## config.mk

```make
export PLATFORM = sky130hd
export DESIGN_NAME = mmioBusDecode
export DESIGN_NICKNAME = d
export VERILOG_FILES = /design/src/rtl/mmioPkg.sv /design/src/rtl/mmioBusDecode.sv
export SDC_FILE = /design/constraint.sdc
export NUM_CORES = 1
export LEC_CHECK = 0
export BUFFER_PORTS_ARGS = -buffer_cell sky130_fd_sc_hd__buf_2
export CORE_UTILIZATION = 25
export CTS_BUF_LIST = sky130_fd_sc_hd__clkbuf_16
export CTS_CLUSTER_DIAMETER = 100
export DETAILED_ROUTE_END_ITERATION = 16
export PLACE_DENSITY = 0.75
export SYNTH_ARGS = -nofsm -noshare
export SYNTH_HDL_FRONTEND = slang
export SYNTH_SLANG_ARGS = --single-unit
```

## constraint.sdc

```tcl
create_clock -name shlClk -period 1.15 [get_ports shlClk]
set_input_delay 0.0575 -clock shlClk [delete_from_list [all_inputs] [get_ports shlClk]]
set_output_delay 0.0575 -clock shlClk [all_outputs]
set_load 0.005 [all_outputs]
```

## src/rtl/mmioPkg.sv

```systemverilog
// MMIO bus package
// Bus widths, the request struct, the register map of the lower window
// and the reset values of the writable bytes

package mmioPkg;

  // ----------------------------------------
  // Bus widths
  // ----------------------------------------
  localparam int dataWidth    = 8;
  localparam int addrWidth    = 8;
  localparam int regAddrWidth = 7;                    // Offset inside one window
  localparam int pageSize     = 2 ** regAddrWidth;    // Bytes per window

  typedef logic [addrWidth-1:0]    addr_t;
  typedef logic [dataWidth-1:0]    data_t;
  typedef logic [regAddrWidth-1:0] regAddr_t;

  // One bus access, sampled on every rising edge
  typedef struct packed {
    logic  cs;      // Access strobe
    logic  we;      // Write when high, read otherwise
    addr_t addr;    // Bit 7 picks the window
    data_t wrData;
  } mmioReq_t;

  // ----------------------------------------
  // Register offsets
  // ----------------------------------------
  localparam regAddr_t cfgEmifId   = 7'h00;
  localparam regAddr_t cfgEmifVer  = 7'h01;
  localparam regAddr_t cfgEmifRev  = 7'h02;
  localparam regAddr_t cfgReserved = 7'h03;
  localparam regAddr_t cfgTopId    = 7'h04;
  localparam regAddr_t cfgTopYear  = 7'h05;
  localparam regAddr_t cfgTopMonth = 7'h06;
  localparam regAddr_t cfgTopDay   = 7'h07;
  localparam regAddr_t phyStat     = 7'h10;
  localparam regAddr_t phyEth0     = 7'h11;   // 3 bytes
  localparam regAddr_t ly2Mac      = 7'h22;   // 6 bytes, LSB first
  localparam regAddr_t ly3Ip       = 7'h34;   // 4 bytes
  localparam regAddr_t ly3Snm      = 7'h38;
  localparam regAddr_t ly3Gtw      = 7'h3C;
  localparam regAddr_t roleIn      = 7'h40;   // Read only, 2 bytes
  localparam regAddr_t roleOut     = 7'h42;   // 2 bytes
  localparam regAddr_t diagScratch = 7'h70;
  localparam regAddr_t diagCtrl1   = 7'h74;   // Loopback and swap enables
  localparam regAddr_t diagCtrl2   = 7'h76;   // UDP/TCP echo and capture
  localparam regAddr_t pageSel     = 7'h7F;

  // ----------------------------------------
  // Reset values
  // ----------------------------------------
  localparam data_t emifVerRst  = 8'h01;
  localparam data_t emifRevRst  = 8'h00;
  localparam data_t reservedRst = 8'h33;
  localparam logic [2:0][7:0] eth0Rst    = {8'h05, 8'h05, 8'h41};
  localparam logic [3:0][7:0] snmRst     = {8'h00, 8'h00, 8'hFF, 8'hFF};  // 255.255.0.0
  localparam logic [3:0][7:0] gtwRst     = {8'hFE, 8'h00, 8'h0C, 8'h0A};  // 10.12.0.254
  localparam logic [3:0][7:0] scratchRst = {8'hEF, 8'hBE, 8'hAD, 8'hDE};

  // Bytes that hold storage
  function automatic logic isWritable(regAddr_t off);
    return (off >= phyEth0 && off <= phyEth0 + 2) ||
           (off >= ly2Mac && off <= ly2Mac + 5) ||
           (off >= ly3Ip && off <= ly3Gtw + 3) ||    // IP, subnet, gateway
           (off == roleOut) || (off == roleOut + 1) ||
           (off >= diagScratch && off <= diagCtrl1) ||
           (off == diagCtrl2) || (off == pageSel);
  endfunction

  function automatic data_t rstVal(regAddr_t off);
    data_t val;
    val = '0;
    if (off >= phyEth0 && off <= phyEth0 + 2) val = eth0Rst[off - phyEth0];
    if (off >= ly3Snm && off <= ly3Snm + 3) val = snmRst[off - ly3Snm];
    if (off >= ly3Gtw && off <= ly3Gtw + 3) val = gtwRst[off - ly3Gtw];
    if (off >= diagScratch && off <= diagScratch + 3) val = scratchRst[off - diagScratch];
    return val;
  endfunction

endpackage

```

## src/rtl/mmioBusDecode.sv

```systemverilog
// MMIO bus decoder
// Splits each access between the register file (address bit 7 low)
// and the page RAM (bit 7 high). Both return their byte one cycle
// later; the decoder remembers which space was read and raises rdValid
// for that one cycle.

`timescale 1ns/1ns

module mmioBusDecode (
  input  logic              shlClk,
  input  logic              rstN,
  input  mmioPkg::mmioReq_t req,
  output mmioPkg::mmioReq_t regReq,
  output mmioPkg::mmioReq_t ramReq,
  input  mmioPkg::data_t    regRdData,
  input  mmioPkg::data_t    ramRdData,
  output mmioPkg::data_t    rdData,
  output logic              rdValid
);

  logic ramSpace;      // Window bit of the current access
  logic ramSpaceQ;     // Window of the pending read
  logic rdValidQ;

  assign ramSpace = req.addr[mmioPkg::addrWidth-1];

  // ----------------------------------------
  // Request split
  // ----------------------------------------
  always_comb
  begin
    regReq    = req;
    regReq.cs = req.cs && !ramSpace;
    ramReq    = req;
    ramReq.cs = req.cs && ramSpace;
  end

  // ----------------------------------------
  // Read return
  // ----------------------------------------
  always_ff @(posedge shlClk or negedge rstN)
  begin
    if (!rstN)
    begin
      ramSpaceQ <= 1'b0;
      rdValidQ  <= 1'b0;
    end
    else
    begin
      rdValidQ <= req.cs && !req.we;
      if (req.cs && !req.we)
        ramSpaceQ <= ramSpace;   // Hold until next read
    end
  end

  assign rdData  = ramSpaceQ ? ramRdData : regRdData;
  assign rdValid = rdValidQ;

endmodule

```

==> metrics, run 1 <==
DIE AREA=0.00209 mm2; Syn Std Cell Area=around 480 um2; slack of the critical path=-79.0 ps; total CTS buffers=3; Reg clk slew, reported paths=about 30 ps; TritonCTS clock tree=built; Sw Ratio=between 10% and 20%; antenna violations before repair=0; vias in the first global route=between 200 and 300; Clk Tree Root Cell=clkbuf_16; Worst EP required=approximately 1100 ps; WP data arrival=around 1200 ps; flops & latches, synth=2; clock buffer depth=2; ant diodes=0; Starting Density=a little over a quarter; M1 WL=~240 um; initial drt markers=1; count of buffers from port buffering=35; WL met3=~87 um; fin nets=95; RSZ-0062 raised after global routing=yes; worst-margin pin slew=approximately 93 ps; via count=293; Detail Route Antenna Nets=0; CP max FO=5; gr ovfl total=0; largest net degree at the start of global routing=6; wire per inst=10.7 um; Crit Path Class=flop to output port; net count after synthesis=between 80 and 90; # IOs=81; Post-Route WL=roughly 880 um; post-route DRC violation count=0; fin area=between 500 and 600 um2; Placeable Area=around 0.0018 mm2; WL met2=approximately 530 um; DP Area=between 400 and 500 um2; f_max=around 800 MHz; non-filler cells in the finished layout=between 80 and 90; status=finished, violations left; mean post-synth cell area=around 9.8 um2; Total GRT Usage=7.18%; via/cell ratio=between 3 and 4; Seq pwr share=9.4%; clk_lat worst skew=between 200 and 250 ps; Comb pwr share=between 30% and 40%; top layer reached by signal wires=met4; relative slew slack=93.8%; P&R area growth vs syn=24.6%; Setup-failing EPs final=8; layout cell share with drive strength beyond 1=between 90 and 100%; first-pass GRT wire length=roughly 1000 um; fin crit share=107%; smallest hold slack=49.2 ps; Die Height=between 40 and 50 um; P_int=just over 700 uW; Max VDD drop=0.000470 V; failing checks=setup timing; die width=~46 um; gp weighted congestion=0.579; Final min period=around 1200 ps; Unique masters post-synth=7; worst hold path class=primary input to flop; Setup crit start kind=flop; register area share after synthesis=10.5%; yosys warns=0; pwr dens=roughly 1500 mW/mm2; Power, Total=886 uW; Sink Count=2; max cap viols=0; Slew Limit Fails=0; # H-tree levels=1; Cells after DPL=75; final hold viol count=0; Mapped Cells=49; # rows=15; clock share of power=58.0%; sw power=roughly 160 uW; crit end category=output port; iteration count of the initial detailed-routing pass=2; Static Leak=0.330 nW; clock skew=0 ps
-- layout make-up --
type	count	area [um2]
Multi-Input combinational cell	12	161
Fill cell	192	1170
Tap cell	25	31.3
Clock buffer	3	75.1
Timing Repair Buffer	40	277
Sequential cell	2	51.3
-- metal layers --
layer  GRT usage [%]  vias to the layer above
met4            8.24                        0
li1                -                      137
met5               0                        -
met3            3.57                        4
met1            5.25                      134
met2            12.3                       18
-- critical path, stage by stage, from the launching register on --
cell     delay (ps)
dfrtp_2         400
buf_6           140
mux2_4          300
buf_6           120
-- cells in the mapped netlist --
cell	n	area share [%]
dfrtp_1	2	10
and2_1	1	1.3
nor2b_4	1	2.9
buf_6	1	2.4
buf_4	34	53
mux2_4	9	28
nor2b_1	1	1.3
-- per-stage QoR --
stage | setup TNS [ps] | setup WS, ps | utilization [%]
after global placement | 0 | 34.5 | 24.1
after CTS | -567 | -75.7 | 32.1
after floorplan | 0 | 276 | -
after global routing | -756 | -102 | 33.8
final | -583 | -79.0 | 33.8
after detailed placement | 0 | 14.5 | 24.1
-- timing repair --
action | in CTS | in global routing
hold buffers | 1 | 0
buffers inserted | 3 | 0
endpoints found under the setup margin | 8 | 9
gates resized for setup | 8 | 5
endpoints found under the hold margin | 2 | 0
-- power groups by stage --
| stage | Clock, mW | Combinational, mW | Sequential (mW) |
|---|---|---|---|
| 6_report | 0.514 | 0.289 | 0.0837 |
| 4_1_cts | 0.524 | 0.259 | 0.0835 |
| 3_5_place_dp | 0 | 0.183 | 0.101 |
| 2_1_floorplan | 0 | 0.213 | 0.0814 |
| 3_3_place_gp | 0 | 0.180 | 0.0999 |
| 5_1_grt | 0.529 | 0.306 | 0.0844 |
-- kinds of logic (layout without fill, tap and decap cells) --
| kind of cell | Yosys count | in the layout | synth area share (%) |
|---|---|---|---|
| buffers and inverters | 35 | 43 | 55.8 |
| DFF | 2 | 2 | 10.5 |
| muxes | 9 | 9 | 28.3 |
| and+or+nand+nor | 3 | 3 | 5.50 |
-- cell usage in the layout, fill, tap and decap left out, drive strengths merged --
| cell | instances |
|---|---|
| dlygate4sd3 | 1 |
| clkbuf | 3 |
| nor2b | 2 |
| and2 | 1 |
| mux2 | 9 |
| buf | 39 |
| dfrtp | 2 |
-- worst paths after layout --
kind / startpoint / end / slack [ps] / cells after the start
min in group asynchronous: rstN / ramSpaceQ / 160 / 2
setup reg to reg: ramSpaceQ / ramSpaceQ / 20 / 4
hold reg to reg: ramSpaceQ / ramSpaceQ / 810 / 4
setup / recovery: ramSpaceQ / rdData[1] / -80 / 3
hold / removal: req[16] / rdValid / 50 / 2
max in group asynchronous: rstN / ramSpaceQ / 880 / 2
-- state kept, by name, summed over array words and instances, names as in the netlist --
| signal | count |
|---|---|
| ramSpaceQ | 1 |
| rdValid | 1 |
Power figures use the tool's default switching activity.
==> run 2: changes to the inputs <==
PLACE_DENSITY = 0.84   (was 0.75)
==> run 2 against run 1 <==
  * The flow still finishes with violations (setup timing)
  * Highest routed layer unchanged
  * Via count fell by 1.4%
  * Largest power group unchanged
  * Worst hold slack got worse by 3.5 ps
  * Maximum frequency fell by 0.52%
  * Die area did not move
  * Combinational power fell by 5%
==> metrics, run 2 (same netlist as run 1, synthesis figures left out) <==
ant diodes=0 (unchanged); first-pass GRT wire length=1150 um (+11%); # IOs=81 (unchanged); die width=45.7 um (unchanged); Critical Path, Cell by Cell=buf_6 > mux2_4 > buf_6; count of buffers from port buffering=35 (unchanged); Post-Route WL=876 um (unchanged); smallest hold slack=45.7 ps (-3.46 ps); DIE AREA=0.00209 mm2 (unchanged); CP max FO=5 (unchanged); slack of the critical path=-85.4 ps (-6.43 ps); r2r setup slk=120 ps (+100 ps); vias in the first global route=281 (-0.71%); Max VDD drop=0.000374 V (-21%); Detail Route Antenna Nets=0 (unchanged); final hold viol count=0 (unchanged); # rows=15 (unchanged); hold depth=2 (unchanged); fin nets=94 (-1.1%); FF-to-FF path depth=3 (-1); Setup crit start kind=flop; via count=289 (-1.4%); iteration count of the initial detailed-routing pass=1 (-1); Reg clk slew, reported paths=30 ps (about the same); max cap viols=0 (unchanged); wire per inst=10.8 um (+1.2%); most common cell after layout, fill and taps aside=buf_2; status=finished, violations left; Sink Count=2 (unchanged); TritonCTS clock tree=built; leading cell types in the layout, fill and taps excluded=buf_2, buf_6, mux2_4, clkbuf_16; crit path max-delay cell type=dfrtp_2; initial drt markers=0 (-1); Setup WS pre-CTS=-14.3 ps (-28.8 ps); Crit Path Class=flop to output port; RSZ-0062 raised after global routing=yes; Reg-to-Reg Start=ramSpaceQ; Final Util=33.1% (-0.64 points); gr ovfl total=0 (unchanged); largest net degree at the start of global routing=6 (unchanged); Slew Limit Fails=0 (unchanged); Starting Density=27.1% (unchanged); Top cell by count, worst path=buf_6; antenna violations before repair=0 (unchanged); pwr dens=1500 mW/mm2 (+1.1%); P&R area growth vs syn=22.3%; clock skew=0 ps (unchanged); number of fill cells=204 (+6.3%); post-route DRC violation count=0 (unchanged); Clk Tree Root Cell=clkbuf_16; relative slew slack=93.8% (about the same); worst-margin pin slew=93.3 ps (+0.501 ps); hold path endpoint=rdValid; # H-tree levels=1 (unchanged); Critical Path Max Stage Delay=400 ps (about the same); hold path startpoint=req[16]; clock buffer depth=2 (unchanged); total CTS buffers=3 (unchanged); Reg-to-Reg End=ramSpaceQ; worst hold path class=primary input to flop; Final min period=1240 ps (+6.43 ps); Die Height=45.7 um (unchanged); clk_lat worst skew=220 ps (about the same); Setup-failing EPs final=8 (unchanged); crit end category=output port; via/cell ratio=3.57 (-0.15%); fin crit share=107% (+0.56 points); gp weighted congestion=0.550 (-5.1%); Static Leak=0.324 nW (-1.8%); failing checks=setup timing; WP data arrival=1180 ps (about the same); Worst EP required=1090 ps (about the same); f_max=809 MHz (-0.52%); Placeable Area=0.00176 mm2 (unchanged); Total GRT Usage=8.72% (+1.5 points); layout cell share with drive strength beyond 1=92.9% (-0.13 points)
==> run 2: worst max-delay path by stage <==
stage / startpoint / to / slack (ps) / cells after the start
floorplan: ramSpaceQ / ramSpaceQ / 280 / 2
detailed placement: ramSpaceQ / rdData[5] / -10 / 2
finish: ramSpaceQ / rdData[5] / -90 / 3
global placement: ramSpaceQ / rdData[1] / 40 / 2
CTS: ramSpaceQ / rdData[5] / -90 / 3
global route: ramSpaceQ / rdData[5] / -110 / 3
==> run 2: report_power, final <==
part	switching (mW)	total, mW	internal (mW)
logic	0.0826	0.275	0.193
clock network	0.0779	0.520	0.442
registers	0.00460	0.0835	0.0789
==> run 2: final cells by class <==
type / instances / area, um2 / share of cell area, %
repair buffers: 39 / 265 / 45.4
multi-input cells: 12 / 161 / 27.6
clock buffers: 3 / 75.1 / 12.8
flip-flops and latches: 2 / 51.3 / 8.78
well taps: 25 / 31.3 / 5.35
==> run 2: worst max-delay path, delay by kind of cell, from the launching register on <==
family | cells | cell delay (ps)
DFF | 1 | 400
muxes | 1 | 300
buffers and inverters | 2 | 260
==> run 2: per-layer routing <==
metal | GRT usage (%) | up-vias | wire length (um) | part of all wire, %
li1 | - | 135 | - | -
met1 | 7.86 | 136 | 242 | 28
met2 | 12.9 | 13 | 507 | 58
met3 | 3.57 | 5 | 88 | 10
met4 | 11.8 | 0 | 38 | 4.3
met5 | 0 | - | 0 | 0
==> run 2: what timing repair did <==
action | 4_1_cts | 5_1_grt
setup buffers | 3 | 0
hold endpoints to repair | 2 | 0
hold buffers | 1 | 0
endpoints found under the setup margin | 8 | 8
gates resized for setup | 10 | 2
==> run 2: through the flow <==
step                power [mW]  area (um2)  setup TNS, ps  cells
global placement         0.272         418              0     74
detailed placement       0.279         418          -32.6     74
floorplan                0.295         478              0     49
finish                   0.879         584           -599     81
CTS                      0.875         572           -618     81
global route             0.918         584           -771     81
