<file path="config.mk">
export PLATFORM = sky130hd
export DESIGN_NAME = mmioRegFile
export DESIGN_NICKNAME = d
export VERILOG_FILES = /design/src/rtl/mmioPkg.sv /design/src/rtl/shellPkg.sv /design/src/rtl/mmioRegFile.sv
export SDC_FILE = /design/constraint.sdc
export NUM_CORES = 1
export LEC_CHECK = 0
export BUFFER_PORTS_ARGS = -buffer_cell sky130_fd_sc_hd__buf_2
export CORE_ASPECT_RATIO = 1.5
export CORE_UTILIZATION = 50
export CTS_CLUSTER_DIAMETER = 60
export DETAILED_ROUTE_END_ITERATION = 12
export GPL_TIMING_DRIVEN = 0
export PLACE_DENSITY = 0.82
export SETUP_SLACK_MARGIN = 0.4
export SLEW_MARGIN = 20
export SYNTH_ARGS = -nofsm -noshare
export SYNTH_HDL_FRONTEND = slang
export SYNTH_SLANG_ARGS = --single-unit
export TNS_END_PERCENT = 30
</file>
<file path="constraint.sdc">
create_clock -name shlClk -period 1.8 [get_ports shlClk]
set_input_delay 0.54 -clock shlClk [delete_from_list [all_inputs] [get_ports shlClk]]
set_output_delay 0.54 -clock shlClk [all_outputs]
set_load 0.02 [all_outputs]
</file>
<file path="src/rtl/mmioPkg.sv">
// MMIO bus package
// Bus widths, the request struct, the register map of the lower window
// and the reset values of the writable bytes

package mmioPkg;

  // ----------------------------------------
  // Bus widths
  // ----------------------------------------
  localparam int dataWidth    = 8;
  localparam int addrWidth    = 8;
  localparam int regAddrWidth = 7;                    // Offset inside one window
  localparam int pageSize     = 2 ** regAddrWidth;    // Bytes per window

  typedef logic [addrWidth-1:0]    addr_t;
  typedef logic [dataWidth-1:0]    data_t;
  typedef logic [regAddrWidth-1:0] regAddr_t;

  // One bus access, sampled on every rising edge
  typedef struct packed {
    logic  cs;      // Access strobe
    logic  we;      // Write when high, read otherwise
    addr_t addr;    // Bit 7 picks the window
    data_t wrData;
  } mmioReq_t;

  // ----------------------------------------
  // Register offsets
  // ----------------------------------------
  localparam regAddr_t cfgEmifId   = 7'h00;
  localparam regAddr_t cfgEmifVer  = 7'h01;
  localparam regAddr_t cfgEmifRev  = 7'h02;
  localparam regAddr_t cfgReserved = 7'h03;
  localparam regAddr_t cfgTopId    = 7'h04;
  localparam regAddr_t cfgTopYear  = 7'h05;
  localparam regAddr_t cfgTopMonth = 7'h06;
  localparam regAddr_t cfgTopDay   = 7'h07;
  localparam regAddr_t phyStat     = 7'h10;
  localparam regAddr_t phyEth0     = 7'h11;   // 3 bytes
  localparam regAddr_t ly2Mac      = 7'h22;   // 6 bytes, LSB first
  localparam regAddr_t ly3Ip       = 7'h34;   // 4 bytes
  localparam regAddr_t ly3Snm      = 7'h38;
  localparam regAddr_t ly3Gtw      = 7'h3C;
  localparam regAddr_t roleIn      = 7'h40;   // Read only, 2 bytes
  localparam regAddr_t roleOut     = 7'h42;   // 2 bytes
  localparam regAddr_t diagScratch = 7'h70;
  localparam regAddr_t diagCtrl1   = 7'h74;   // Loopback and swap enables
  localparam regAddr_t diagCtrl2   = 7'h76;   // UDP/TCP echo and capture
  localparam regAddr_t pageSel     = 7'h7F;

  // ----------------------------------------
  // Reset values
  // ----------------------------------------
  localparam data_t emifVerRst  = 8'h01;
  localparam data_t emifRevRst  = 8'h00;
  localparam data_t reservedRst = 8'h33;
  localparam logic [2:0][7:0] eth0Rst    = {8'h05, 8'h05, 8'h41};
  localparam logic [3:0][7:0] snmRst     = {8'h00, 8'h00, 8'hFF, 8'hFF};  // 255.255.0.0
  localparam logic [3:0][7:0] gtwRst     = {8'hFE, 8'h00, 8'h0C, 8'h0A};  // 10.12.0.254
  localparam logic [3:0][7:0] scratchRst = {8'hEF, 8'hBE, 8'hAD, 8'hDE};

  // Bytes that hold storage
  function automatic logic isWritable(regAddr_t off);
    return (off >= phyEth0 && off <= phyEth0 + 2) ||
           (off >= ly2Mac && off <= ly2Mac + 5) ||
           (off >= ly3Ip && off <= ly3Gtw + 3) ||    // IP, subnet, gateway
           (off == roleOut) || (off == roleOut + 1) ||
           (off >= diagScratch && off <= diagCtrl1) ||
           (off == diagCtrl2) || (off == pageSel);
  endfunction

  function automatic data_t rstVal(regAddr_t off);
    data_t val;
    val = '0;
    if (off >= phyEth0 && off <= phyEth0 + 2) val = eth0Rst[off - phyEth0];
    if (off >= ly3Snm && off <= ly3Snm + 3) val = snmRst[off - ly3Snm];
    if (off >= ly3Gtw && off <= ly3Gtw + 3) val = gtwRst[off - ly3Gtw];
    if (off >= diagScratch && off <= diagScratch + 3) val = scratchRst[off - diagScratch];
    return val;
  endfunction

endpackage

</file>
<file path="src/rtl/shellPkg.sv">
// Shell side package
// Control structs driven by the MMIO register file and the status
// struct it samples from the shell

package shellPkg;

  localparam int macWidth       = 48;
  localparam int ipWidth        = 32;
  localparam int roleRegWidth   = 16;
  localparam int timestampWidth = 32;

  // ----------------------------------------
  // Control outputs
  // ----------------------------------------
  // ETH0 transceiver tuning and loopbacks
  typedef struct packed {
    logic       rxEqualizerMode;
    logic [3:0] txDriverSwing;
    logic [4:0] txPreCursor;
    logic [4:0] txPostCursor;
    logic       pcsLoopbackEn;
    logic       macLoopbackEn;
    logic       macAddrSwapEn;
  } eth0Ctrl_t;

  // Network stack addresses
  typedef struct packed {
    logic [macWidth-1:0] macAddress;
    logic [ipWidth-1:0]  ipAddress;
    logic [ipWidth-1:0]  subNetMask;
    logic [ipWidth-1:0]  gatewayAddr;
  } ntsCfg_t;

  // Role echo/capture control plus outbound exchange word
  typedef struct packed {
    logic [1:0]              udpEchoCtrl;
    logic                    udpPostPktEn;
    logic                    udpCaptPktEn;
    logic [1:0]              tcpEchoCtrl;
    logic                    tcpPostPktEn;
    logic                    tcpCaptPktEn;
    logic [roleRegWidth-1:0] roleReg;
  } roleCtrl_t;

  // ----------------------------------------
  // Status inputs
  // ----------------------------------------
  typedef struct packed {
    logic                      mc0InitCalComplete;
    logic                      mc1InitCalComplete;
    logic                      eth0CoreReady;
    logic                      eth0QpllLock;
    logic [timestampWidth-1:0] timestamp;    // Build date, day:month:year at top
    logic [roleRegWidth-1:0]   roleReg;      // Inbound exchange word
  } shellStat_t;

endpackage

</file>
<file path="src/rtl/mmioRegFile.sv">
// MMIO register file
// 128 byte control and status space of the shell. Writable bytes hold
// storage with their reset values; identity, build date, PHY status and
// the inbound role word are overlaid on read. Read byte is registered,
// latency 1. Stored bytes are packed into the shell control structs.

`timescale 1ns/1ns

module mmioRegFile #(
  parameter mmioPkg::data_t emifId = 8'h3C,
  parameter mmioPkg::data_t topId  = 8'h81
) (
  input  logic                 shlClk,
  input  logic                 rstN,
  input  mmioPkg::mmioReq_t    regReq,
  input  shellPkg::shellStat_t stat,
  output mmioPkg::data_t       regRdData,
  output mmioPkg::data_t       pageSel,
  output shellPkg::eth0Ctrl_t  eth0Ctrl,
  output shellPkg::ntsCfg_t    ntsCfg,
  output shellPkg::roleCtrl_t  roleCtrl
);

  mmioPkg::data_t    regQ [mmioPkg::pageSize];   // Zero where nothing is stored
  mmioPkg::regAddr_t offset;
  mmioPkg::data_t    rdByte;
  logic              wrEn;

  assign offset = regReq.addr[mmioPkg::regAddrWidth-1:0];  // Window bit already decoded
  assign wrEn   = regReq.cs && regReq.we;

  // ----------------------------------------
  // Storage, writable bytes only
  // ----------------------------------------
  for (genvar i = 0; i < mmioPkg::pageSize; i++)
  begin : genByte
    if (mmioPkg::isWritable(mmioPkg::regAddr_t'(i)))
    begin : genRw
      mmioPkg::data_t byteQ;

      always_ff @(posedge shlClk or negedge rstN)
      begin
        if (!rstN)
          byteQ <= mmioPkg::rstVal(mmioPkg::regAddr_t'(i));
        else if (wrEn && offset == mmioPkg::regAddr_t'(i))
          byteQ <= regReq.wrData;
      end

      assign regQ[i] = byteQ;
    end
    else
    begin : genRo
      assign regQ[i] = '0;     // Read only or reserved
    end
  end

  // ----------------------------------------
  // Read path
  // ----------------------------------------
  always_comb
  begin
    rdByte = regQ[offset];
    case (offset)
      mmioPkg::cfgEmifId:   rdByte = emifId;
      mmioPkg::cfgEmifVer:  rdByte = mmioPkg::emifVerRst;
      mmioPkg::cfgEmifRev:  rdByte = mmioPkg::emifRevRst;
      mmioPkg::cfgReserved: rdByte = mmioPkg::reservedRst;
      mmioPkg::cfgTopId:    rdByte = topId;
      mmioPkg::cfgTopYear:  rdByte = {2'b00, stat.timestamp[22:17]};
      mmioPkg::cfgTopMonth: rdByte = {4'b0000, stat.timestamp[26:23]};
      mmioPkg::cfgTopDay:   rdByte = {3'b000, stat.timestamp[31:27]};
      mmioPkg::phyStat:     rdByte = {4'b0000, stat.eth0QpllLock, stat.eth0CoreReady,
                                      stat.mc1InitCalComplete, stat.mc0InitCalComplete};
      mmioPkg::roleIn:      rdByte = stat.roleReg[7:0];     // Little endian
      mmioPkg::roleIn + 1:  rdByte = stat.roleReg[15:8];
      default: ;                                            // Stored byte or zero
    endcase
  end

  always_ff @(posedge shlClk)
  begin
    if (regReq.cs && !regReq.we)
      regRdData <= rdByte;
  end

  // ----------------------------------------
  // Control outputs
  // ----------------------------------------
  assign pageSel = regQ[mmioPkg::pageSel];

  always_comb
  begin
    eth0Ctrl.rxEqualizerMode = regQ[mmioPkg::phyEth0][0];
    eth0Ctrl.txDriverSwing   = regQ[mmioPkg::phyEth0][7:4];
    eth0Ctrl.txPreCursor     = regQ[mmioPkg::phyEth0 + 1][4:0];
    eth0Ctrl.txPostCursor    = regQ[mmioPkg::phyEth0 + 2][4:0];
    eth0Ctrl.pcsLoopbackEn   = regQ[mmioPkg::diagCtrl1][0];
    eth0Ctrl.macLoopbackEn   = regQ[mmioPkg::diagCtrl1][1];
    eth0Ctrl.macAddrSwapEn   = regQ[mmioPkg::diagCtrl1][2];

    // Lowest offset is least significant byte
    for (int b = 0; b < 6; b++)
      ntsCfg.macAddress[8*b +: 8] = regQ[mmioPkg::ly2Mac + b];
    for (int b = 0; b < 4; b++)
    begin
      ntsCfg.ipAddress[8*b +: 8]   = regQ[mmioPkg::ly3Ip + b];
      ntsCfg.subNetMask[8*b +: 8]  = regQ[mmioPkg::ly3Snm + b];
      ntsCfg.gatewayAddr[8*b +: 8] = regQ[mmioPkg::ly3Gtw + b];
    end

    roleCtrl.udpEchoCtrl  = regQ[mmioPkg::diagCtrl2][1:0];
    roleCtrl.udpPostPktEn = regQ[mmioPkg::diagCtrl2][2];
    roleCtrl.udpCaptPktEn = regQ[mmioPkg::diagCtrl2][3];
    roleCtrl.tcpEchoCtrl  = regQ[mmioPkg::diagCtrl2][5:4];
    roleCtrl.tcpPostPktEn = regQ[mmioPkg::diagCtrl2][6];
    roleCtrl.tcpCaptPktEn = regQ[mmioPkg::diagCtrl2][7];
    roleCtrl.roleReg      = {regQ[mmioPkg::roleOut + 1], regQ[mmioPkg::roleOut]};
  end

  // Writes to read-only or reserved offsets touch no stored byte
  roWriteNoEffect: assert property (@(posedge shlClk) disable iff (!rstN)
    wrEn && !mmioPkg::isWritable(offset)
    |=> $stable({pageSel, eth0Ctrl, ntsCfg, roleCtrl}))
    else $error("Write to a read-only offset changed a control output");

endmodule

</file>
==> run metrics, run 1 <==
result of the run=finished, violations left; violations in the final reports=negative hold slack, negative setup slack; number of antenna repair diodes=0; global route total overflow=0; Netlist cell types=71; static power due to leakage=8.72 nW; Cell Area, Synth=12500 sq um; final worst slack=-0.532 ns; worst path required time=2.06 ns; final hold violation count=1; final setup violation count=21; number of top-level design ports=274; worst hold path class=primary input to asynchronous set/reset pin; sinks on the clock net=248; die extent in y=195 um; fin cells=1649; XOR/XNOR share of the synthesized area=0; post-synthesis average cell area=13.4 sq um; Arrival @ worst endpoint=2.59 ns; max_cap viols=0; portion of synthesized cell area occupied by the leading cell type=0.368; top post-synthesis cells by area=sky130_fd_sc_hd__dfrtp_1 (37%), sky130_fd_sc_hd__mux2_2 (22%), sky130_fd_sc_hd__dfstp_2 (12%), sky130_fd_sc_hd__mux4_2 (5.6%), sky130_fd_sc_hd__mux2_1 (2.0%); number of detailed-route iterations in the first pass=8; flip-flop and latch count after synthesis=248; Fin Clk Skew=0.0227 ns; Clk Latency, worst-skew pair=0.55 ns; largest family of logic cells by synthesized area=multiplexers; gate count after technology mapping=931; maximum fanout encountered on the critical timing path=2; element type at the critical path start=register; hold slack=-0.00492 ns; startpoint-to-endpoint class of the critical path=register to register; Commonest cells post-synth=sky130_fd_sc_hd__mux2_2 (243), sky130_fd_sc_hd__dfrtp_1 (183), sky130_fd_sc_hd__dfstp_2 (57), sky130_fd_sc_hd__nand2_1 (46); Total Wirelength=56700 um; largest net degree at the start of global routing=81; power density over cell area=757 nW/um^2; async set-reset flop share out of synthesis=0.968; final antenna-violating net count=0; critical path capture point type=register; via count of the first global-routing pass=10800; Longest Clk Path Bufs=3; count of placed standard cells including taps=1502; full die area=25600 sq um; min Tclk post-route=2.33 ns; Chip Width=131 um; initial cell density of the core=0.510; vias per cell=6.85; yosys warns=0; placed wire-length estimate after detailed placement=32000 um; root buffer cell=sky130_fd_sc_hd__clkbuf_16; antenna violations before repair=1; unrepaired setup endpoints after global routing=yes; number of enable flip-flop cells after synthesis=8; growth of design area from synthesis to finish=49.9%; final weighted congestion in routability-driven placement=1.04; number of pins with negative max-slew slack in the final report=0; area fraction in compound gates after synthesis=0.0560; share of synthesized area spent on multiplexers=0.313; most instantiated flip-flop cell in the synthesis netlist=sky130_fd_sc_hd__dfrtp_1; adder-cell share of the synthesized area=0; share of synthesized area occupied by flip-flops and latches=0.507; CTS HTree Levels=1; depth of the most critical reg-to-reg path=5; wire length of the first global-routing pass=72000 um; number of port buffers=244; number of DRC violations after detailed routing=0; basic-gate share of the synthesized area counting and, or, nand and nor cells=0.0824; overall power consumption=14.1 mW; First DRT Iteration DRCs=1495; number of core rows=70; average routed wire per standard cell=34.4 um; transition at the pin with the smallest max-transition slack=0.977 ns; clock tree from TritonCTS=done; number of nets in the synthesized netlist=1003; vias=11300; period utilisation layout=1.30; fraction of layout cells with a size suffix above 1=0.703; nets@finish=1379; top-count cell post-synth=sky130_fd_sc_hd__mux2_2; peak supply drop=0.000785 V; most area-hungry cell type in the Yosys netlist=sky130_fd_sc_hd__dfrtp_1; total CTS buffers=24; clock slew at reported path FFs=0.07 ns; core outline area=24400 sq um; Max-slew headroom=0.349; Peak Freq=429 MHz; GRT Util Overall=0.397
==> routing by layer <==
metal,track usage,routed length (um),share of wire
met1,0.471,18200,0.32
met2,0.614,25500,0.45
met3,0.0967,7160,0.13
met4,0.304,5830,0.10
met5,0,14,0.00025
==> kinds of logic after synthesis <==
family	after synthesis
muxes	317
DFF	248
and+or+nand+nor	172
AOI/OAI and AO/OA	97
buffers and inverters	97
==> critical path, cell delays in order, from the launching register on <==
cell	delay, ns
sky130_fd_sc_hd__dfstp_2	0.38
sky130_fd_sc_hd__mux4_2	0.45
sky130_fd_sc_hd__a222oi_1	0.55
sky130_fd_sc_hd__nor2_1	0.20
sky130_fd_sc_hd__a211oi_2	0.30
sky130_fd_sc_hd__a31oi_1	0.17
==> layout make-up <==
type                    count  area [sq um]
inverters                   8          38.8
clock buffers              34           689
fillers                  1228          5760
repair buffers            350          3450
multi-input cells         586          6700
well taps                 324           405
plain buffers              89           957
clock inverters            10           105
flip-flops and latches    248          6330
==> where the power goes <==
group / switching [mW] / total [mW] / internal [mW] / leakage [nW]
logic: 1.39 / 2.59 / 1.20 / 5.15
clock network: 2.37 / 5.33 / 2.97 / 0.397
registers: 0.295 / 6.21 / 5.92 / 3.17
total: 4.05 / 14.1 / 10.1 / 8.72
==> flip-flops by register name, summed over array words and instances (netlist names) <==
name / cells
pageSel: 8
regRdData: 8
genByte.genRw.byteQ: 232
==> metrics by stage <==
step,utilization,setup slack [ns],TNS (ns),hold slack [ns],instance area (sq um)
after global placement,0.594,-3.88,-974.95,0.473,14500
after detailed placement,0.598,-1.27,-133.97,0.401,14600
after CTS,0.702,-0.365,-0.822,0.0267,17100
after global routing,0.764,-0.487,-3.94,0.0339,18700
after floorplan,-,-0.336,-18.51,0.244,12900
final,0.764,-0.532,-4.68,-0.00492,18700
==> worst paths after layout <==
check,start,endpoint,slack [ns]
setup / recovery,genByte[112].genRw.byteQ[7]$_DFFE_PN1P_,regRdData[7]$_DFFE_PP_,-0.53
max in group asynchronous,rstN,genByte[63].genRw.byteQ[7]$_DFFE_PN1P_,1.01
hold / removal,rstN,genByte[39].genRw.byteQ[1]$_DFFE_PN0P_,-0.005
hold reg to reg,genByte[19].genRw.byteQ[5]$_DFFE_PN0P_,genByte[19].genRw.byteQ[5]$_DFFE_PN0P_,0.51
min in group shlClk,regReq[16],regRdData[4]$_DFFE_PP_,0.49
setup reg to reg,genByte[112].genRw.byteQ[7]$_DFFE_PN1P_,regRdData[7]$_DFFE_PP_,-0.53
==> repair_timing <==
| action | CTS | global route |
|---|---|---|
| setup endpoints to repair | 450 | 442 |
| gates cloned | 1 | 1 |
| buffers inserted | 62 | 37 |
| hold buffers | 2 | 0 |
| pin swaps | 55 | 24 |
| resized for setup | 285 | 367 |
| endpoints found under the hold margin | 25 | 0 |
==> cells in the final DEF, fill, tap and decap left out, drive strengths merged, types with 4 or more instances in the layout <==
cell      n
nor3b     5
o21ai    17
clkbuf   65
clkinv    7
o211ai    6
mux2i    21
edfxtp    8
a22oi    18
nor2     34
mux4     31
a222oi    4
a31oi     4
nand2b    6
dfstp    57
buf     407
nand3b    7
mux2    265
nor3     12
a21oi    14
inv       8
nand3    22
nand2    47
nor2b     8
and2      7
a32oi     5
dfrtp   183
nor4      7
No activity file was read; power rests on OpenSTA's default activity.
==> run 2, diff against run 1 <==
Settings changed: SKIP_CTS_REPAIR_TIMING from default to 1, TNS_END_PERCENT 30 to default.
==> run metrics, run 2 (synthesis gave the netlist of run 1 again) <==
result of the run=finished, violations left; violations in the final reports=negative hold slack, negative setup slack; period utilisation layout=1.12 (-0.171); overall power consumption=14.0 mW (-0.75%); worst path required time=2.16 ns (+0.10 ns); sinks on the clock net=248 (unchanged); power density over cell area=773 nW/um^2 (+2.1%); met3 layer wire length in the routed design=4240 um (-41%); number of antenna repair diodes=0 (unchanged); number of top-level design ports=274 (unchanged); final weighted congestion in routability-driven placement=1.00 (-3.8%); number of DRC violations after detailed routing=0 (unchanged); clock slew at reported path FFs=0.07 ns (about the same); antenna violations before repair=2 (+1); wire length of the first global-routing pass=65300 um (-9.3%); startpoint of the lowest-slack register-to-register path=genByte[113].genRw.byteQ[1]$_DFFE_PN0P_; growth of design area from synthesis to finish=45.7%; fin cells=1622 (-1.6%); full die area=25600 sq um (unchanged); CTS HTree Levels=1 (unchanged); Max Used Layer=met5; core outline area=24400 sq um (unchanged); total CTS buffers=24 (unchanged); Longest Clk Path Bufs=3 (unchanged); most used cells in the layout excluding fill and tap cells=sky130_fd_sc_hd__dfrtp_1 (180), sky130_fd_sc_hd__mux2_4 (169), sky130_fd_sc_hd__buf_2 (148); final setup violation count=15 (-29%); fillcell total=1414 (+15%); global route total overflow=0 (unchanged); unrepaired setup endpoints after global routing=yes; transition at the pin with the smallest max-transition slack=0.963 ns (-0.0137 ns); final hold violation count=37 (+36); Fin Clk Skew=0.0162 ns (-0.00649 ns); static power due to leakage=8.54 nW (-2.0%); commonest non-fill, non-tap cell in the layout=sky130_fd_sc_hd__dfrtp_1; largest net degree at the start of global routing=96 (+19%); average routed wire per standard cell=30.5 um (-11%); startpoint-to-endpoint class of the critical path=primary input to register; fraction of layout cells with a size suffix above 1=0.693 (-0.0108); final worst slack=-0.225 ns (+0.307 ns); met2 WL=23700 um (-7.0%); Peak Freq=494 MHz (+15%); largest register by flop count=genByte.genRw.byteQ; max_cap viols=0 (unchanged); GRT Util Overall=0.356 (-0.0412); number of port buffers=244 (unchanged); die extent in y=195 um (unchanged); worst hold path class=primary input to asynchronous set/reset pin; vias=10500 (-7.1%); Met1 Routed Length=17000 um (-6.6%); setup TNS=-1.32 ns (+3.35 ns); depth of the most critical reg-to-reg path=5 (unchanged); final core utilization=0.742 (-0.0217); Chip Width=131 um (unchanged); Total Wirelength=49400 um (-13%); count of placed standard cells including taps=1501 (-0.067%); vias per cell=6.47 (-5.6%); nets@finish=1352 (-2.0%); worst reg-to-reg setup slack=-0.21 ns (+0.32 ns); element type at the critical path start=primary input; number of detailed-route iterations in the first pass=7 (-1); initial cell density of the core=0.510 (unchanged); Clk Latency, worst-skew pair=0.54 ns (about the same); root buffer cell=sky130_fd_sc_hd__clkbuf_16; launching instance or port of the critical path=regReq[8]; Largest register FFs=232 (unchanged); number of pins with negative max-slew slack in the final report=0 (unchanged); final antenna-violating net count=0 (unchanged); Arrival @ worst endpoint=2.39 ns (-0.20 ns); Max-slew headroom=0.358 (+0.00916); end of the worst register-to-register path=regRdData[1]$_DFFE_PP_; peak supply drop=0.000697 V (-11%); min Tclk post-route=2.02 ns (-0.307 ns); hold slack=-0.102 ns (-0.0975 ns); First DRT Iteration DRCs=918 (-39%); clock tree from TritonCTS=done; placed wire-length estimate after detailed placement=32600 um (+1.7%); critical path capture point type=register; maximum fanout encountered on the critical timing path=10 (+8); number of core rows=70 (unchanged); via count of the first global-routing pass=10000 (-7.5%)
## run 2: cell types whose count changed in the layout (fill, tap and decap cells not counted), moves of 7 or more
cell                     change
sky130_fd_sc_hd__buf_4      -19
sky130_fd_sc_hd__buf_2      +69
sky130_fd_sc_hd__buf_6      -73
sky130_fd_sc_hd__mux2_4     +57
sky130_fd_sc_hd__mux2_2     -56
sky130_fd_sc_hd__buf_12      -7
## run 2: report_power, final
part | leakage [nW] | internal, mW | switching, mW
Sequential | 3.18 | 5.92 | 0.263
Combinational | 4.96 | 1.11 | 1.27
Clock | 0.407 | 3.08 | 2.39
Total | 8.54 | 10.1 | 3.92
## run 2: how the worst max path moves through the flow
stage / slack [ns] / end / depth (start not counted)
after floorplan: -0.34 / regRdData[7]$_DFFE_PP_ / 7
after global placement: -3.86 / genByte[37].genRw.byteQ[3]$_DFFE_PN0P_ / 1
after detailed placement: -1.19 / regRdData[4]$_DFFE_PP_ / 8
after CTS: -0.65 / regRdData[4]$_DFFE_PP_ / 8
after global routing: -0.24 / regRdData[1]$_DFFE_PP_ / 5
final: -0.22 / regRdData[3]$_DFFE_PP_ / 8
## run 2: area by class of cell
type | instances | area, sq um | share of cell area
plain buffers | 89 | 950 | 0.0523
clock buffers | 28 | 658 | 0.0363
clock inverters | 16 | 175 | 0.00966
inverters | 8 | 35.0 | 0.00193
multi-input cells | 586 | 6830 | 0.376
flip-flops and latches | 248 | 6320 | 0.348
well taps | 324 | 405 | 0.0223
repair buffers | 323 | 2770 | 0.153
## run 2: metrics by stage
stage,instance area [sq um],setup WS (ns)
global placement,15200,-3.86
floorplan,13500,-0.336
CTS,16100,-0.652
finish,18100,-0.225
global route,18100,-0.245
detailed placement,15200,-1.19
## run 2: worst max-delay path, stage by stage
cell and delay, ns:
sky130_fd_sc_hd__buf_12 0.12, sky130_fd_sc_hd__clkbuf_16 0.16, sky130_fd_sc_hd__clkbuf_4 0.22, sky130_fd_sc_hd__nor4b_1 0.39, sky130_fd_sc_hd__o21ai_0 0.16, sky130_fd_sc_hd__a21oi_1 0.46, sky130_fd_sc_hd__nor4_1 0.11, sky130_fd_sc_hd__a21oi_1 0.22
## run 2: per-layer routing
metal,track usage,up-vias
met4,0.270,4
met5,0,-
met1,0.430,5337
met3,0.0688,275
met2,0.556,751
li1,-,4127
==> run 3, diff against run 2 <==
Settings changed: BUFFER_PORTS_ARGS -buffer_cell sky130_fd_sc_hd__buf_2 to default, DONT_BUFFER_PORTS from default to 1, HOLD_SLACK_MARGIN from default to 0.12, PLACE_DENSITY 0.82 to 0.73.
==> run metrics, run 3 (synthesis gave the netlist of run 1 again) <==
result of the run=finished, violations left; violations in the final reports=negative hold slack, negative setup slack; power dissipated by switching net loads=3.50 mW (-11%); vias=8782 (-16%); number of top-level design ports=274 (unchanged); Chip Width=131 um (unchanged); area of all placed cells without fillers=15900 sq um (-12%); clock group share of total power=0.393 (+0.003); startpoint of the lowest-slack register-to-register path=genByte[115].genRw.byteQ[7]$_DFFE_PN1P_; placed wire-length estimate after detailed placement=31000 um (-4.9%); clock slew at reported path FFs=0.07 ns (about the same); fraction of layout cells with a size suffix above 1=0.725 (+0.0325); transition at the pin with the smallest max-transition slack=0.916 ns (-0.0471 ns); fillcell total=1681 (+19%); slowest CP cell=sky130_fd_sc_hd__a222oi_1; worst path cell trace=mux4_2 > a222oi_1 > nor2_1 > a211oi_2 > a31oi_1; sequential share of power=0.500 (+0.059); number of core rows=70 (unchanged); worst reg-to-reg setup slack=-0.51 ns (-0.30 ns); Total Wirelength=43500 um (-12%); sinks on the clock net=248 (unchanged); switching share of total power=0.270 (-0.00975); Largest register FFs=232 (unchanged); die extent in y=195 um (unchanged); final weighted congestion in routability-driven placement=0.982 (-2.0%); Longest Clk Path Bufs=3 (unchanged); Int Power=9.48 mW (-6.2%); worst hold path class=primary input to asynchronous set/reset pin; final setup violation count=60 (+45); core outline area=24400 sq um (unchanged); period utilisation layout=1.28 (+0.158); clock tree from TritonCTS=done; overall power consumption=13.0 mW (-7.4%); number of port buffers=0 (-100%); maximum fanout encountered on the critical timing path=2 (-8); most used cells in the layout excluding fill and tap cells=sky130_fd_sc_hd__mux2_4 (185), sky130_fd_sc_hd__dfrtp_2 (143), sky130_fd_sc_hd__mux2_2 (80); Peak Freq=433 MHz (-12%); global route total overflow=0 (unchanged); final worst slack=-0.509 ns (-0.284 ns); end of the worst register-to-register path=regRdData[7]$_DFFE_PP_; number of detailed-route iterations in the first pass=5 (-2); Clk Latency, worst-skew pair=0.54 ns (about the same); Arrival @ worst endpoint=2.57 ns (+0.18 ns); largest net degree at the start of global routing=241 (+150%); critical path capture point type=register; First DRT Iteration DRCs=733 (-20%); min Tclk post-route=2.31 ns (+0.284 ns); largest register by flop count=genByte.genRw.byteQ; root buffer cell=sky130_fd_sc_hd__clkbuf_16; growth of design area from synthesis to finish=27.6%; final hold violation count=195 (+430%); power density over cell area=817 nW/um^2 (+5.7%); startpoint-to-endpoint class of the critical path=register to register; final antenna-violating net count=0 (unchanged); full die area=25600 sq um (unchanged); average routed wire per standard cell=32.5 um (+6.5%); GRT Util Overall=0.339 (-0.0165); number of antenna repair diodes=0 (unchanged); peak per-stage delay on the critical path=0.61 ns (+0.15 ns); wire length of the first global-routing pass=61800 um (-5.4%); unrepaired setup endpoints after global routing=yes; Fin Clk Skew=0.00957 ns (-0.00662 ns); nets@finish=1068 (-21%); static power due to leakage=6.72 nW (-21%); initial cell density of the core=0.510 (unchanged); max_cap viols=0 (unchanged); total cell area at the placement stage=13900 sq um (-8.4%); CTS HTree Levels=1 (unchanged); vias per cell=6.56 (+1.4%); total CTS buffers=25 (+4.2%); hold slack=-0.288 ns (-0.186 ns); number of pins with negative max-slew slack in the final report=0 (unchanged); depth of the most critical reg-to-reg path=5 (unchanged); element type at the critical path start=register; Max-slew headroom=0.389 (+0.0314); worst path required time=2.06 ns (-0.10 ns); antenna violations before repair=0 (-2); commonest non-fill, non-tap cell in the layout=sky130_fd_sc_hd__mux2_4; via count of the first global-routing pass=8945 (-11%); Comb pwr share=0.107 (-0.062); peak supply drop=0.000772 V (+11%); number of DRC violations after detailed routing=0 (unchanged)
[run 3: cell types whose count changed in the layout (fill, tap and decap cells not counted), sizes merged]
cell      previous run  this run
buf                376        93
bufinv               3         0
clkbuf              64        72
clkinv               7         5
clkinvlp             3         2
inv                 11         9
[run 3: cell type report]
type                            count  area, sq um  share of cell area
Multi-Input combinational cell    586         6820               0.429
Sequential cell                   248         6500               0.409
Buffer                             89          857              0.0539
Clock buffer                       38          734              0.0462
Timing Repair Buffer               38          484              0.0305
Tap cell                          324          405              0.0255
Clock inverter                      8         56.3             0.00354
Inverter                            8         32.5             0.00205
[run 3: per-stage QoR]
step | std cells | TNS, ns | hold WS (ns) | setup slack, ns | utilization
detailed placement | 1255 | -68.69 | 0.251 | -1.08 | 0.571
global placement | 1255 | -68.05 | 0.253 | -1.07 | 0.571
global route | 1339 | -6.32 | -0.297 | -0.487 | 0.650
finish | 1339 | -5.31 | -0.288 | -0.509 | 0.650
CTS | 1301 | -3.31 | -0.304 | -0.584 | 0.603
floorplan | 931 | -18.60 | 0.244 | -0.336 | -
[run 3: worst max-delay path by stage]
| stage | slack, ns | cells past startpoint | endpoint | start |
|---|---|---|---|---|
| final | -0.51 | 5 | regRdData[7]$_DFFE_PP_ | genByte[115].genRw.byteQ[7]$_DFFE_PN1P_ |
| after global routing | -0.49 | 5 | regRdData[7]$_DFFE_PP_ | genByte[114].genRw.byteQ[7]$_DFFE_PN1P_ |
| after CTS | -0.58 | 5 | regRdData[7]$_DFFE_PP_ | genByte[115].genRw.byteQ[7]$_DFFE_PN1P_ |
| after detailed placement | -1.08 | 7 | regRdData[7]$_DFFE_PP_ | regReq[8] |
| after global placement | -1.07 | 7 | regRdData[7]$_DFFE_PP_ | regReq[8] |
| after floorplan | -0.34 | 7 | regRdData[7]$_DFFE_PP_ | regReq[8] |
[run 3: critical path, delay by kind of cell (launching register included)]
kind,cells,cell delay [ns]
AO/OA/AOI/OAI,3,0.99
multiplexers,1,0.47
AND/OR/NAND/NOR,1,0.21
flip-flops,1,0.37
[run 3: layer usage]
layer / GRT usage / routed length, um / share of wire / vias up
li1: - / - / - / 3555
met1: 0.405 / 15100 / 0.35 / 4575
met2: 0.554 / 21500 / 0.49 / 518
met3: 0.0934 / 4190 / 0.096 / 134
met4: 0.174 / 2660 / 0.061 / 0
met5: 0 / 0 / 0 / -
[run 3: power groups by stage]
stage	sequential (mW)	combinational (mW)	clock, mW
after floorplan	6.42	0.943	0
after global placement	6.53	1.22	0
after detailed placement	6.54	1.23	0
after CTS	6.45	1.24	5.14
after global routing	6.52	1.45	5.36
final	6.49	1.39	5.10
